$ cat src/source/tlx_flow_pkg.sv
// queue sizing and credit limits of the command converter
// the FIFOs and the credit tracker take their constants from here
package tlx_flow_pkg;

  // per-channel FIFO
  localparam int FIFO_DEPTH = 32;
  localparam int FIFO_AW    = 5;

  // ready drops at half full
  localparam logic [FIFO_AW:0] READY_LIMIT = 6'd16;

  // credit counters
  localparam int CMD_CREDIT_W  = 4;
  localparam int DATA_CREDIT_W = 6;

  // grants stop at or below this command count
  localparam logic [CMD_CREDIT_W-1:0] CMD_CREDIT_RESERVE = 4'd3;
  // grants stop below this data count
  localparam logic [DATA_CREDIT_W-1:0] DATA_CREDIT_RESERVE = 6'd5;

endpackage

$ cat src/source/credit_tracker.sv
// command and data credit bookkeeping toward the transaction layer
// counters load the initial credits once after reset, then count
// returns up and issued commands or beats down
module credit_tracker
  import tlx_flow_pkg::*;
(
  input  logic                     clk_tlx,
  input  logic                     rst_n,
  input  logic                     tlx_afu_cmd_credit,
  input  logic                     tlx_afu_cmd_data_credit,
  input  logic [CMD_CREDIT_W-1:0]  tlx_afu_cmd_initial_credit,
  input  logic [DATA_CREDIT_W-1:0] tlx_afu_cmd_data_initial_credit,
  input  logic                     afu_tlx_cmd_valid,
  input  logic                     afu_tlx_cdata_valid,
  output logic                     credit_ok,
  output logic [1:0]               fir_command_credit
);

  logic                     loaded;
  logic [CMD_CREDIT_W-1:0]  cmd_cnt;
  logic [DATA_CREDIT_W-1:0] data_cnt;

  // ----------------------------------------
  // counters
  // ----------------------------------------
  always_ff @(posedge clk_tlx or negedge rst_n)
  begin
    if (!rst_n)
    begin
      loaded   <= 1'b0;
      cmd_cnt  <= '0;
      data_cnt <= '0;
    end
    else if (!loaded)
    begin
      loaded   <= 1'b1;
      cmd_cnt  <= tlx_afu_cmd_initial_credit;
      data_cnt <= tlx_afu_cmd_data_initial_credit;
    end
    else
    begin
      case ({tlx_afu_cmd_credit, afu_tlx_cmd_valid})
        2'b10:   cmd_cnt <= cmd_cnt + 1'b1;
        2'b01:   cmd_cnt <= cmd_cnt - 1'b1;
        default: cmd_cnt <= cmd_cnt;
      endcase
      case ({tlx_afu_cmd_data_credit, afu_tlx_cdata_valid})
        2'b10:   data_cnt <= data_cnt + 1'b1;
        2'b01:   data_cnt <= data_cnt - 1'b1;
        default: data_cnt <= data_cnt;
      endcase
    end
  end

  // ----------------------------------------
  // grant enable and faults
  // ----------------------------------------

  // one cycle behind the counts, reserves absorb that lag
  always_ff @(posedge clk_tlx or negedge rst_n)
  begin
    if (!rst_n)
    begin
      credit_ok          <= 1'b0;
      fir_command_credit <= 2'b00;
    end
    else
    begin
      credit_ok <= (cmd_cnt > CMD_CREDIT_RESERVE) && (data_cnt >= DATA_CREDIT_RESERVE);
      if (afu_tlx_cmd_valid && (cmd_cnt == '0))
        fir_command_credit[1] <= 1'b1;
      if (afu_tlx_cdata_valid && (data_cnt == '0))
        fir_command_credit[0] <= 1'b1;
    end
  end

endmodule

$ cat config.mk
export PLATFORM = sky130hd
export DESIGN_NAME = credit_tracker
export DESIGN_NICKNAME = d
export VERILOG_FILES = /design/src/source/tlx_flow_pkg.sv /design/src/source/credit_tracker.sv
export SDC_FILE = /design/constraint.sdc
export NUM_CORES = 1
export LEC_CHECK = 0
export BUFFER_PORTS_ARGS = -buffer_cell sky130_fd_sc_hd__buf_2
export CELL_PAD_IN_SITES_DETAIL_PLACEMENT = 0
export CELL_PAD_IN_SITES_GLOBAL_PLACEMENT = 1
export CORE_MARGIN = 1.5
export CORE_UTILIZATION = 40
export DETAILED_ROUTE_END_ITERATION = 10
export PLACE_DENSITY_LB_ADDON = 0.1
export RECOVER_POWER = 25
export SLEW_MARGIN = 20
export SYNTH_ARGS = -nofsm -noshare
export SYNTH_HDL_FRONTEND = slang
export SYNTH_SLANG_ARGS = --single-unit
$ cat constraint.sdc
create_clock -name clk_tlx -period 2.03 [get_ports clk_tlx]
set_clock_uncertainty 0.2 [all_clocks]
set_input_delay 0.1015 -clock clk_tlx [delete_from_list [all_inputs] [get_ports clk_tlx]]
set_output_delay 0.1015 -clock clk_tlx [all_outputs]
set_load 0.005 [all_outputs]
==> run summary, run 1 <==
Worst-path clk slew: 0.09 ns
Vias in the first global route: 731
DIE HEIGHT: 49.46 um
Fill cells: 195
Final setup violation count: 0
Largest net degree at the start of global routing: 15
Register Area: 350.3 sq um
Io pins: 19
Initial antenna violation count: 0
Synth Area in Compound Gates: 15.51%
Worst hold margin: 0.02318 ns
Die ar.: 2446 sq um
Gr ovfl total: 0
Area Overhead vs Synth: 38.12%
Mapped cell area: 863.3 sq um
Critical path endpoint category: flip-flop
Placed cells: 132
TritonCTS clock tree: done
Longest Clk Path Bufs: 2
Crit-path cells: xnor2_1 -> ha_1 -> nor4b_2 -> a2bb2oi_1 -> xnor2_1 -> mux2_2
Hold Path Class: input pin to flip-flop
Top cells by area, synth: dfrtp_1 (41%), mux2_2 (7.8%), xnor2_1 (5.1%), ha_1 (4.3%), xor2_1 (3.0%)
Mean post-synth cell area: 10.40 sq um
Synth Warn #: 0
Maximum VDD drop: 0.0004635 V
Area share of fa/ha/maj cells after synthesis: 6.667%
Drt drc: 0
FP Rows: 16
Initial Utilization: 43.13%
Post-route setup slack: 0.1427 ns
Leak: 0.0005317 uW
Clk Latency, worst-skew pair: 0.28 ns
Core area: 2002 sq um
R2R Setup Slk: 0.14 ns
Share of post-route cells with drive strength above 1: 31.15%
CP max stage delay: 0.40 ns
Seq pwr share: 43.0%
RSZ-0062 raised after global routing: false
Syn Nets: 103
Worst Reg-to-Reg Cells: 6
Fmax: 529.9 MHz
Slew Limit Fails: 0
Worst Path Required: 2.00 ns
Hold depth: 3
Multi-input gate area: 500.5 sq um
RR Endpoint: data_cnt[4]
Final std cells w/o fill: 149
Number of DRC markers in iteration 0: 17
Via count: 740
Commonest non-fill, non-tap cell in the layout: buf_2
Overall routing resource usage: 16.60%
Die X: 49.46 um
Sequential share of the synthesized area: 40.58%
Gate Count Post-Synth: 83
Crit path top cell by count: xnor2_1
Worst Setup SP: data_cnt[1]
PwrDens: 757.9 nW/um^2
Clk pwr share: 22.2%
Final worst-path cycle share: 92.97%
Max-cap violation count: 0
Crit path max-delay family: flip-flops
H-tree levels: 1
DR WL/cell: 12.05 um
Yosys reg bits: 14
Synth cell types: 34
Worst Path Buf+Inv: 0
Sink Count: 14
Dpl hpwl: 1320 um
DRT antenna net count: 0
Power Internal: 621.4 uW
Hold path start: afu_tlx_cmd_valid
CP Data Arrival Time: 1.86 ns
Number of CTS-inserted buffers: 3
Outcome: completed
Placer Congestion: 0.7890
Top cell type's share of synthesized area: 40.58%
Root Driver: clkbuf_4
Setup WS pre-CTS: 0.08102 ns
Worst setup SP type: flip-flop
Crit path max fanout: 2
Buffers on Ports: 18
FF-to-FF Start: data_cnt[1]
Vias/cell: 4.966
Number of setup buffers added after CTS: 0
Slowest-stage cell, CP: dfrtp_1
Post-Synth XOR/XNOR Area: 8.116%
Final core occ: 59.56%
Layout Nets: 143
Actual slew at the worst max-slew pin: 0.7404 ns
Sw frac: 31.24%
Final hold violation count: 0
Largest family of logic cells by synthesized area: simple AND/OR/NAND/NOR gates
Final WL: 1796 um
Period minus WS final: 1.887 ns
Post-synthesis mux area share: 8.986%
P_sw: 282.3 uW
Logic pwr share: 34.8%
First-pass GRT wire length: 3132 um
Hold Path Sink: cmd_cnt[3]
Total negative slack: 0 ns
Simple logic cell fraction of the synthesized area: 17.54%
Max_slew headroom: 50.64%
DRT Pass-1 Iters: 4
Kind of critical path: flip-flop to flip-flop
Leading area contributor after synthesis: dfrtp_1
Most frequent cells in the layout: buf_2 (17), dfrtp_1 (14), dlygate4sd3_1 (13)
Antenna fix cells: 0
## flip-flops by register name, indices dropped and copies added (netlist names)
signal / count
data_cnt: 6
cmd_cnt: 4
fir_command_credit: 2
credit_ok: 1
loaded: 1
## power by group through the flow
stage	clock, uW	sequential (uW)	combinational [uW]
2_1_floorplan	0	396	182
3_3_place_gp	0	392	286
3_5_place_dp	0	394	290
4_1_cts	212	389	312
5_1_grt	224	397	351
6_report	201	389	314
## worst min-delay path, stage by stage
cell and delay (ns):
buf_2 0.13, o2111ai_1 0.12, o311ai_0 0.11
## worst max-delay path by stage
| stage | end | slack, ns | depth (start not counted) |
|---|---|---|---|
| global route | cmd_cnt[3] | 0.03 | 4 |
| detailed placement | data_cnt[4] | 0.08 | 8 |
| finish | data_cnt[4] | 0.14 | 6 |
| CTS | data_cnt[4] | 0.08 | 6 |
| floorplan | data_cnt[4] | 0.16 | 6 |
| global placement | data_cnt[4] | 0.14 | 8 |
## through the flow
step / power [uW] / area, sq um
final: 903.8 / 1192
after global routing: 972.0 / 1192
after CTS: 912.9 / 1187
after detailed placement: 684.7 / 1021
after global placement: 678.4 / 1021
after floorplan: 578.3 / 863.3
## kinds of logic (layout without fill, tap and decap cells)
logic type / Yosys count / after routing
DFF: 14 / 14
xor gates and xnor gates: 8 / 8
muxes: 7 / 7
other: 1 / 1
and+or+nand+nor: 26 / 26
buffers and inverters: 5 / 44
adders and majority gates: 4 / 4
AOI/OAI and AO/OA: 18 / 18
## metal layers
layer	wire length, um	global-route usage, %
met5	0	0
met1	904	22.87
met4	10	2.778
met2	813	25.90
met3	68	5.455
## synth_stat cells
cell	number
o2111ai_1	1
conb_1	1
a21o_1	1
a2bb2oi_1	1
nand3b_1	1
a211o_1	1
inv_1	4
ha_1	3
nor2b_1	1
a32oi_1	1
dfrtp_1	14
o21a_1	2
o311ai_0	1
nand2_1	6
nor4_4	1
mux2i_1	1
a31o_2	1
nor3_1	5
o21ai_0	2
nand2b_1	3
nand3_1	1
o22ai_1	1
xor2_1	3
a21oi_1	4
xnor2_1	5
mux2_2	6
nor2_1	5
nor4b_1	1
fa_1	1
a41o_1	1
or3_4	1
clkbuf_1	1
o31ai_2	1
or2_2	1
## area by class of cell
class	count	area share [%]
Tap cell	27	2.833
Inverter	4	1.259
Timing Repair Buffer	36	21.51
Multi-Input combinational cell	64	41.97
Sequential cell	14	29.38
Clock buffer	4	3.043
## what timing repair did
item | in CTS | in global routing
resized for setup | 0 | 1
endpoints found under the hold margin | 26 | 0
endpoints found under the setup margin | 0 | 1
hold buffers | 13 | 0
Power figures use the tool's default switching activity.
==> run 2: changes to the inputs <==
==> constraint.sdc (replaced) <==
create_clock -name clk_tlx -period 2.03 [get_ports clk_tlx]
set_clock_uncertainty 0.2 [all_clocks]
set_input_delay 0.203 -clock clk_tlx [delete_from_list [all_inputs] [get_ports clk_tlx]]
set_output_delay 0.203 -clock clk_tlx [all_outputs]
set_load 0.005 [all_outputs]
==> run 2 against run 1 <==
Net effect: cell count down 1.3%; die area did not move; worst hold slack improved by 0.0070 ns; critical path depth unchanged; combinational power is 2% lower; sequential cell count did not move; via count fell by 5.3%; clock power shrank 25%; critical path type unchanged; largest power group unchanged.
==> run summary, run 2 (synthesized netlist as in run 1, its figures left out) <==
Most flop-heavy register: data_cnt (unchanged)
RR Endpoint: data_cnt[4] (unchanged)
FP Rows: 16 (unchanged)
Hold Path Class: input pin to flip-flop (unchanged)
Worst setup SP type: flip-flop (unchanged)
GR peak layer: met2 (unchanged)
Register Area: 350.3 sq um (unchanged)
Final worst-path cycle share: 90.37% (was 92.97%)
Root Driver: clkbuf_4 (unchanged)
Leak: 0.0005207 uW (was 0.0005317 uW)
DRT antenna net count: 0 (unchanged)
Sink Count: 14 (unchanged)
Fill cells: 201 (was 195)
TritonCTS clock tree: done (unchanged)
Number of CTS-inserted buffers: 3 (unchanged)
PwrDens: 727.1 nW/um^2 (was 757.9 nW/um^2)
Met2 usage: 25.23% (was 25.90%)
Grt met3 use: 5.455% (unchanged)
Initial antenna violation count: 0 (unchanged)
DRT Pass-1 Iters: 2 (was 4)
Outcome: completed (unchanged)
DR WL/cell: 11.93 um (was 12.05 um)
Slew Limit Fails: 0 (unchanged)
Worst Path Required: 2.00 ns (about the same)
Gr ovfl total: 0 (unchanged)
Total negative slack: 0 ns (unchanged)
H-tree levels: 1 (unchanged)
DIE HEIGHT: 49.46 um (unchanged)
Placer Congestion: 0.7661 (was 0.7890)
Worst Reg-to-Reg Cells: 6 (unchanged)
Final WL: 1754 um (was 1796 um)
Largest net degree at the start of global routing: 15 (unchanged)
Hold depth: 2 (was 3)
Longest Clk Path Bufs: 2 (unchanged)
Vias in the first global route: 683 (was 731)
Io pins: 19 (unchanged)
Met1 usage in global routing: 20.35% (was 22.87%)
First-pass GRT wire length: 2911 um (was 3132 um)
Final hold violation count: 0 (unchanged)
Kind of critical path: flip-flop to flip-flop (unchanged)
Number of setup buffers added after CTS: 0 (unchanged)
Multi-input gate area: 500.5 sq um (unchanged)
Antenna fix cells: 0 (unchanged)
Via count: 701 (was 740)
Layout Nets: 142 (was 143)
Dpl hpwl: 1360 um (was 1320 um)
Overall routing resource usage: 15.78% (was 16.60%)
Crit path max fanout: 2 (unchanged)
Fmax: 545.1 MHz (was 529.9 MHz)
Vias/cell: 4.769 (was 4.966)
Die ar.: 2446 sq um (unchanged)
Critical path endpoint category: flip-flop (unchanged)
Max-cap violation count: 0 (unchanged)
Number of DRC markers in iteration 0: 6 (was 17)
Commonest non-fill, non-tap cell in the layout: buf_2 (unchanged)
Buffers on Ports: 18 (unchanged)
Most frequent cells in the layout: buf_2 (17), dfrtp_1 (14), dlygate4sd3_1 (11) (was buf_2 (17), dfrtp_1 (14), dlygate4sd3_1 (13))
Die X: 49.46 um (unchanged)
RSZ-0062 raised after global routing: false (unchanged)
Final setup violation count: 0 (unchanged)
Initial Utilization: 43.13% (unchanged)
Worst hold margin: 0.03016 ns (was 0.02318 ns)
Period minus WS final: 1.835 ns (was 1.887 ns)
Area Overhead vs Synth: 35.07% (was 38.12%)
Actual slew at the worst max-slew pin: 0.7508 ns (was 0.7404 ns)
CP Data Arrival Time: 1.80 ns (was 1.86 ns)
Clk Latency, worst-skew pair: 0.27 ns (was 0.28 ns)
Hold path start: afu_tlx_cdata_valid (was afu_tlx_cmd_valid)
Drt drc: 0 (unchanged)
Worst-path clk slew: 0.08 ns (was 0.09 ns)
R2R Setup Slk: 0.20 ns (was 0.14 ns)
Final instance area: 1166 sq um (was 1192 sq um)
Placed Area: 1028 sq um (was 1021 sq um)
Hold Path Sink: fir_command_credit[0] (was cmd_cnt[3])
Top Registers: data_cnt: 6 flops, cmd_cnt: 4 flops, fir_command_credit: 2 flops (unchanged)
Maximum VDD drop: 0.0004491 V (was 0.0004635 V)
Largest register FFs: 6 (unchanged)
FF-to-FF Start: data_cnt[1] (unchanged)
Core area: 2002 sq um (unchanged)
Share of post-route cells with drive strength above 1: 31.67% (was 31.15%)
Max_slew headroom: 49.94% (was 50.64%)
run 2: how the worst max path moves through the flow:
stage / depth (start not counted) / start / endpoint / slack, ns
finish: 6 / data_cnt[1] / data_cnt[4] / 0.20
global route: 4 / cmd_cnt[1] / cmd_cnt[3] / 0.06
CTS: 6 / data_cnt[1] / data_cnt[4] / 0.07
detailed placement: 8 / tlx_afu_cmd_data_credit / data_cnt[4] / -0.02
global placement: 8 / tlx_afu_cmd_data_credit / data_cnt[4] / 0.02
floorplan: 7 / tlx_afu_cmd_data_credit / data_cnt[4] / 0.16
run 2: cell type report:
cell class,count,area share (%)
inverter,4,1.288
sequential,14,30.04
tap,27,2.897
timing repair buffer,35,20.92
clock buffer,3,1.931
multi-input combinational,64,42.92
run 2: per-layer routing:
layer / wire (um) / up-vias
met4: 13 / 0
met1: 922 / 310
met3: 66 / 2
met2: 751 / 15
met5: 0 / -
li1: - / 374
run 2: per-stage QoR:
stage               power [uW]  setup slack [ns]  util [%]  cells
floorplan                578.3            0.1585         -     83
global placement         678.6           0.01757     51.38    133
detailed placement       686.4          -0.02305     51.38    133
CTS                      857.6           0.06834     58.00    147
global route             912.1           0.05920     58.25    147
finish                   847.9            0.1955     58.25    147
run 2: where the power goes:
part / switching [uW] / leakage (uW) / internal [uW] / total, uW
clock: 81.4 / 0.0000138 / 68.7 / 150
combinational: 137 / 0.000345 / 172 / 309
sequential: 50.9 / 0.000162 / 338 / 389
total: 269 / 0.000521 / 579 / 848
run 2: timing repair:
item | in CTS | in global routing
gates resized for setup | 0 | 1
setup endpoints to repair | 0 | 2
hold buffers | 11 | 0
endpoints found under the hold margin | 24 | 0
run 2: critical path: stages (launching register included):
cell,delay [ns]
dfrtp_1,0.41
xnor2_1,0.14
ha_1,0.20
nor4b_2,0.27
a2bb2oi_1,0.12
xnor2_1,0.13
mux2_2,0.26
==> run 3: changes to the inputs <==
--- a/config.mk
+++ b/config.mk
@@ -9,7 +9,8 @@
 export CELL_PAD_IN_SITES_DETAIL_PLACEMENT = 0
 export CELL_PAD_IN_SITES_GLOBAL_PLACEMENT = 1
 export CORE_MARGIN = 1.5
-export CORE_UTILIZATION = 40
+export CORE_UTILIZATION = 43
+export CTS_CLUSTER_SIZE = 20
 export DETAILED_ROUTE_END_ITERATION = 10
 export PLACE_DENSITY_LB_ADDON = 0.1
 export RECOVER_POWER = 25
==> constraint.sdc (replaced) <==
create_clock -name clk_tlx -period 2.3 [get_ports clk_tlx]
set_clock_uncertainty 0.2 [all_clocks]
set_input_delay 0.23 -clock clk_tlx [delete_from_list [all_inputs] [get_ports clk_tlx]]
set_output_delay 0.23 -clock clk_tlx [all_outputs]
set_load 0.005 [all_outputs]
==> run 3 against run 2 <==
Net effect: via count is 0.14% lower; critical path depth stayed put; sequential power is 9.0% lower; wire length is 6.6% lower; combinational power is 22% lower; critical path type unchanged; utilization is 0.37 points lower; worst setup slack better by 0.11 ns; worst hold slack worse by 0.019 ns; maximum frequency is 8.0% lower; die area is 6.6% lower; power is 15% lower.
==> run summary, run 3 (synthesized netlist as in run 1, its figures left out) <==
Outcome: completed (unchanged)
Drt drc: 0 (unchanged)
Fmax: 501.5 MHz (was 545.1 MHz)
Initial antenna violation count: 0 (unchanged)
DIE HEIGHT: 47.81 um (was 49.46 um)
Layout Nets: 136 (was 142)
Clk Latency, worst-skew pair: 0.27 ns (about the same)
Antenna fix cells: 0 (unchanged)
Leak: 0.0004918 uW (was 0.0005207 uW)
Period minus WS final: 1.994 ns (was 1.835 ns)
Slew Limit Fails: 0 (unchanged)
Final hold violation count: 0 (unchanged)
Core area: 1922 sq um (was 2002 sq um)
Number of DRC markers in iteration 0: 11 (was 6)
TritonCTS clock tree: done (unchanged)
DR WL/cell: 11.62 um (was 11.93 um)
Number of CTS-inserted buffers: 3 (unchanged)
Max-cap violation count: 0 (unchanged)
Vias in the first global route: 606 (was 683)
Share of post-route cells with drive strength above 1: 28.07% (was 31.67%)
Hold Path Class: input pin to flip-flop (unchanged)
Root Driver: clkbuf_4 (unchanged)
Crit path max fanout: 7 (was 2)
Worst-path clk slew: 0.07 ns (was 0.08 ns)
Total negative slack: 0 ns (unchanged)
Crit path top cell by count: xnor2_1 (unchanged)
Gr ovfl total: 0 (unchanged)
Die ar.: 2285 sq um (was 2446 sq um)
Placed cells: 128 (was 133)
# resized after CTS: 0 (unchanged)
CP max stage delay: 0.47 ns (was 0.41 ns)
PwrDens: 650.5 nW/um^2 (was 727.1 nW/um^2)
Final std cells w/o fill: 141 (was 147)
DRT Pass-1 Iters: 4 (was 2)
Overall routing resource usage: 16.42% (was 15.78%)
CP Data Arrival Time: 1.96 ns (was 1.80 ns)
Final instance area: 1112 sq um (was 1166 sq um)
Longest Clk Path Bufs: 2 (unchanged)
Placer Congestion: 0.7253 (was 0.7661)
Final core occ: 57.88% (was 58.25%)
R2R Setup Slk: 0.31 ns (was 0.20 ns)
Dpl hpwl: 1222 um (was 1360 um)
Commonest non-fill, non-tap cell in the layout: buf_2 (unchanged)
DRT antenna net count: 0 (unchanged)
Worst hold margin: 0.01079 ns (was 0.03016 ns)
Initial Utilization: 44.92% (was 43.13%)
Vias/cell: 4.965 (was 4.769)
Buffers on Ports: 18 (unchanged)
RSZ-0062 raised after global routing: false (unchanged)
Final WL: 1639 um (was 1754 um)
Largest register FFs: 6 (unchanged)
Final worst-path cycle share: 86.70% (was 90.37%)
Via count: 700 (was 701)
Number of setup buffers added after CTS: 0 (unchanged)
Actual slew at the worst max-slew pin: 0.7272 ns (was 0.7508 ns)
Most frequent cells in the layout: buf_2 (17), dfrtp_1 (14), dlygate4sd3_1 (10) (was buf_2 (17), dfrtp_1 (14), dlygate4sd3_1 (11))
Largest net degree at the start of global routing: 15 (unchanged)
Sink Count: 14 (unchanged)
Critical path endpoint category: flip-flop (unchanged)
Die X: 47.81 um (was 49.46 um)
Slowest-stage cell, CP: dfrtp_1 (unchanged)
Worst setup SP type: flip-flop (unchanged)
Worst Path Buf+Inv: 0 (unchanged)
Area Overhead vs Synth: 28.84% (was 35.07%)
Top Registers: data_cnt: 6 flops, cmd_cnt: 4 flops, fir_command_credit: 2 flops (unchanged)
Crit-path cells: xnor2_1 -> ha_1 -> nor4b_1 -> a2bb2oi_1 -> xnor2_1 -> mux2_2 (was xnor2_1 -> ha_1 -> nor4b_2 -> a2bb2oi_1 -> xnor2_1 -> mux2_2)
Hold-fix buffers, CTS: 10 (was 11)
Final setup violation count: 0 (unchanged)
FP Rows: 16 (unchanged)
Kind of critical path: flip-flop to flip-flop (unchanged)
First-pass GRT wire length: 2532 um (was 2911 um)
Most flop-heavy register: data_cnt (unchanged)
Max_slew headroom: 51.52% (was 49.94%)
Maximum VDD drop: 0.0003593 V (was 0.0004491 V)
Placed Area: 991.0 sq um (was 1028 sq um)
Io pins: 19 (unchanged)
Crit path max-delay family: flip-flops (unchanged)
H-tree levels: 1 (unchanged)
Worst Path Required: 2.26 ns (was 2.00 ns)
==> run 3: cell count changes in the layout (fill, tap and decap cells not counted), sizes merged <==
cell	previous run	this run
buf	23	18
dlygate4sd3	11	10
==> run 3: routing by layer <==
| metal | GRT usage [%] | vias up | part of all wire (%) |
|---|---|---|---|
| met5 | 0 | - | 0 |
| met4 | 3.243 | 0 | 1.2 |
| met3 | 8.302 | 2 | 5.2 |
| met2 | 25.33 | 18 | 46 |
| met1 | 20.89 | 316 | 48 |
| li1 | - | 364 | - |
==> run 3: worst paths after layout <==
check | start | endpoint | cells after the start
setup / recovery | data_cnt[1] | data_cnt[4] | 6
hold / removal | tlx_afu_cmd_initial_credit[2] | cmd_cnt[2] | 3
setup reg to reg | data_cnt[1] | data_cnt[4] | 6
hold reg to reg | fir_command_credit[0] | fir_command_credit[0] | 1
max in group asynchronous | rst_n | cmd_cnt[0] | 2
min in group asynchronous | rst_n | cmd_cnt[2] | 2
==> run 3: stage by stage <==
stage | worst slack, ns | power (uW)
CTS | 0.3053 | 732.3
global route | 0.1482 | 785.7
finish | 0.3058 | 723.6
floorplan | 0.4015 | 510.4
global placement | 0.1947 | 579.7
detailed placement | 0.1690 | 585.8
==> run 3: layout make-up <==
| cell class | instances | area, sq um |
|---|---|---|
| fillers | 179 | 809.5 |
| multi-input cells | 64 | 494.2 |
| flip-flops and latches | 14 | 350.3 |
| repair buffers | 29 | 196.4 |
| well taps | 27 | 33.78 |
| clock buffers | 3 | 22.52 |
| inverters | 4 | 15.01 |
==> run 3: power breakdown <==
group | total, uW | internal, uW | switching [uW]
logic | 240 | 135 | 104
clock network | 130 | 60.6 | 69.8
registers | 354 | 298 | 55.7
total | 724 | 494 | 230
==> run 3: worst reg2reg max path, cell delays in order, from the launching register on <==
cell       delay [ns]
dfrtp_1          0.47
xnor2_1          0.17
ha_1             0.20
nor4b_1          0.32
a2bb2oi_1        0.13
xnor2_1          0.14
mux2_2           0.26
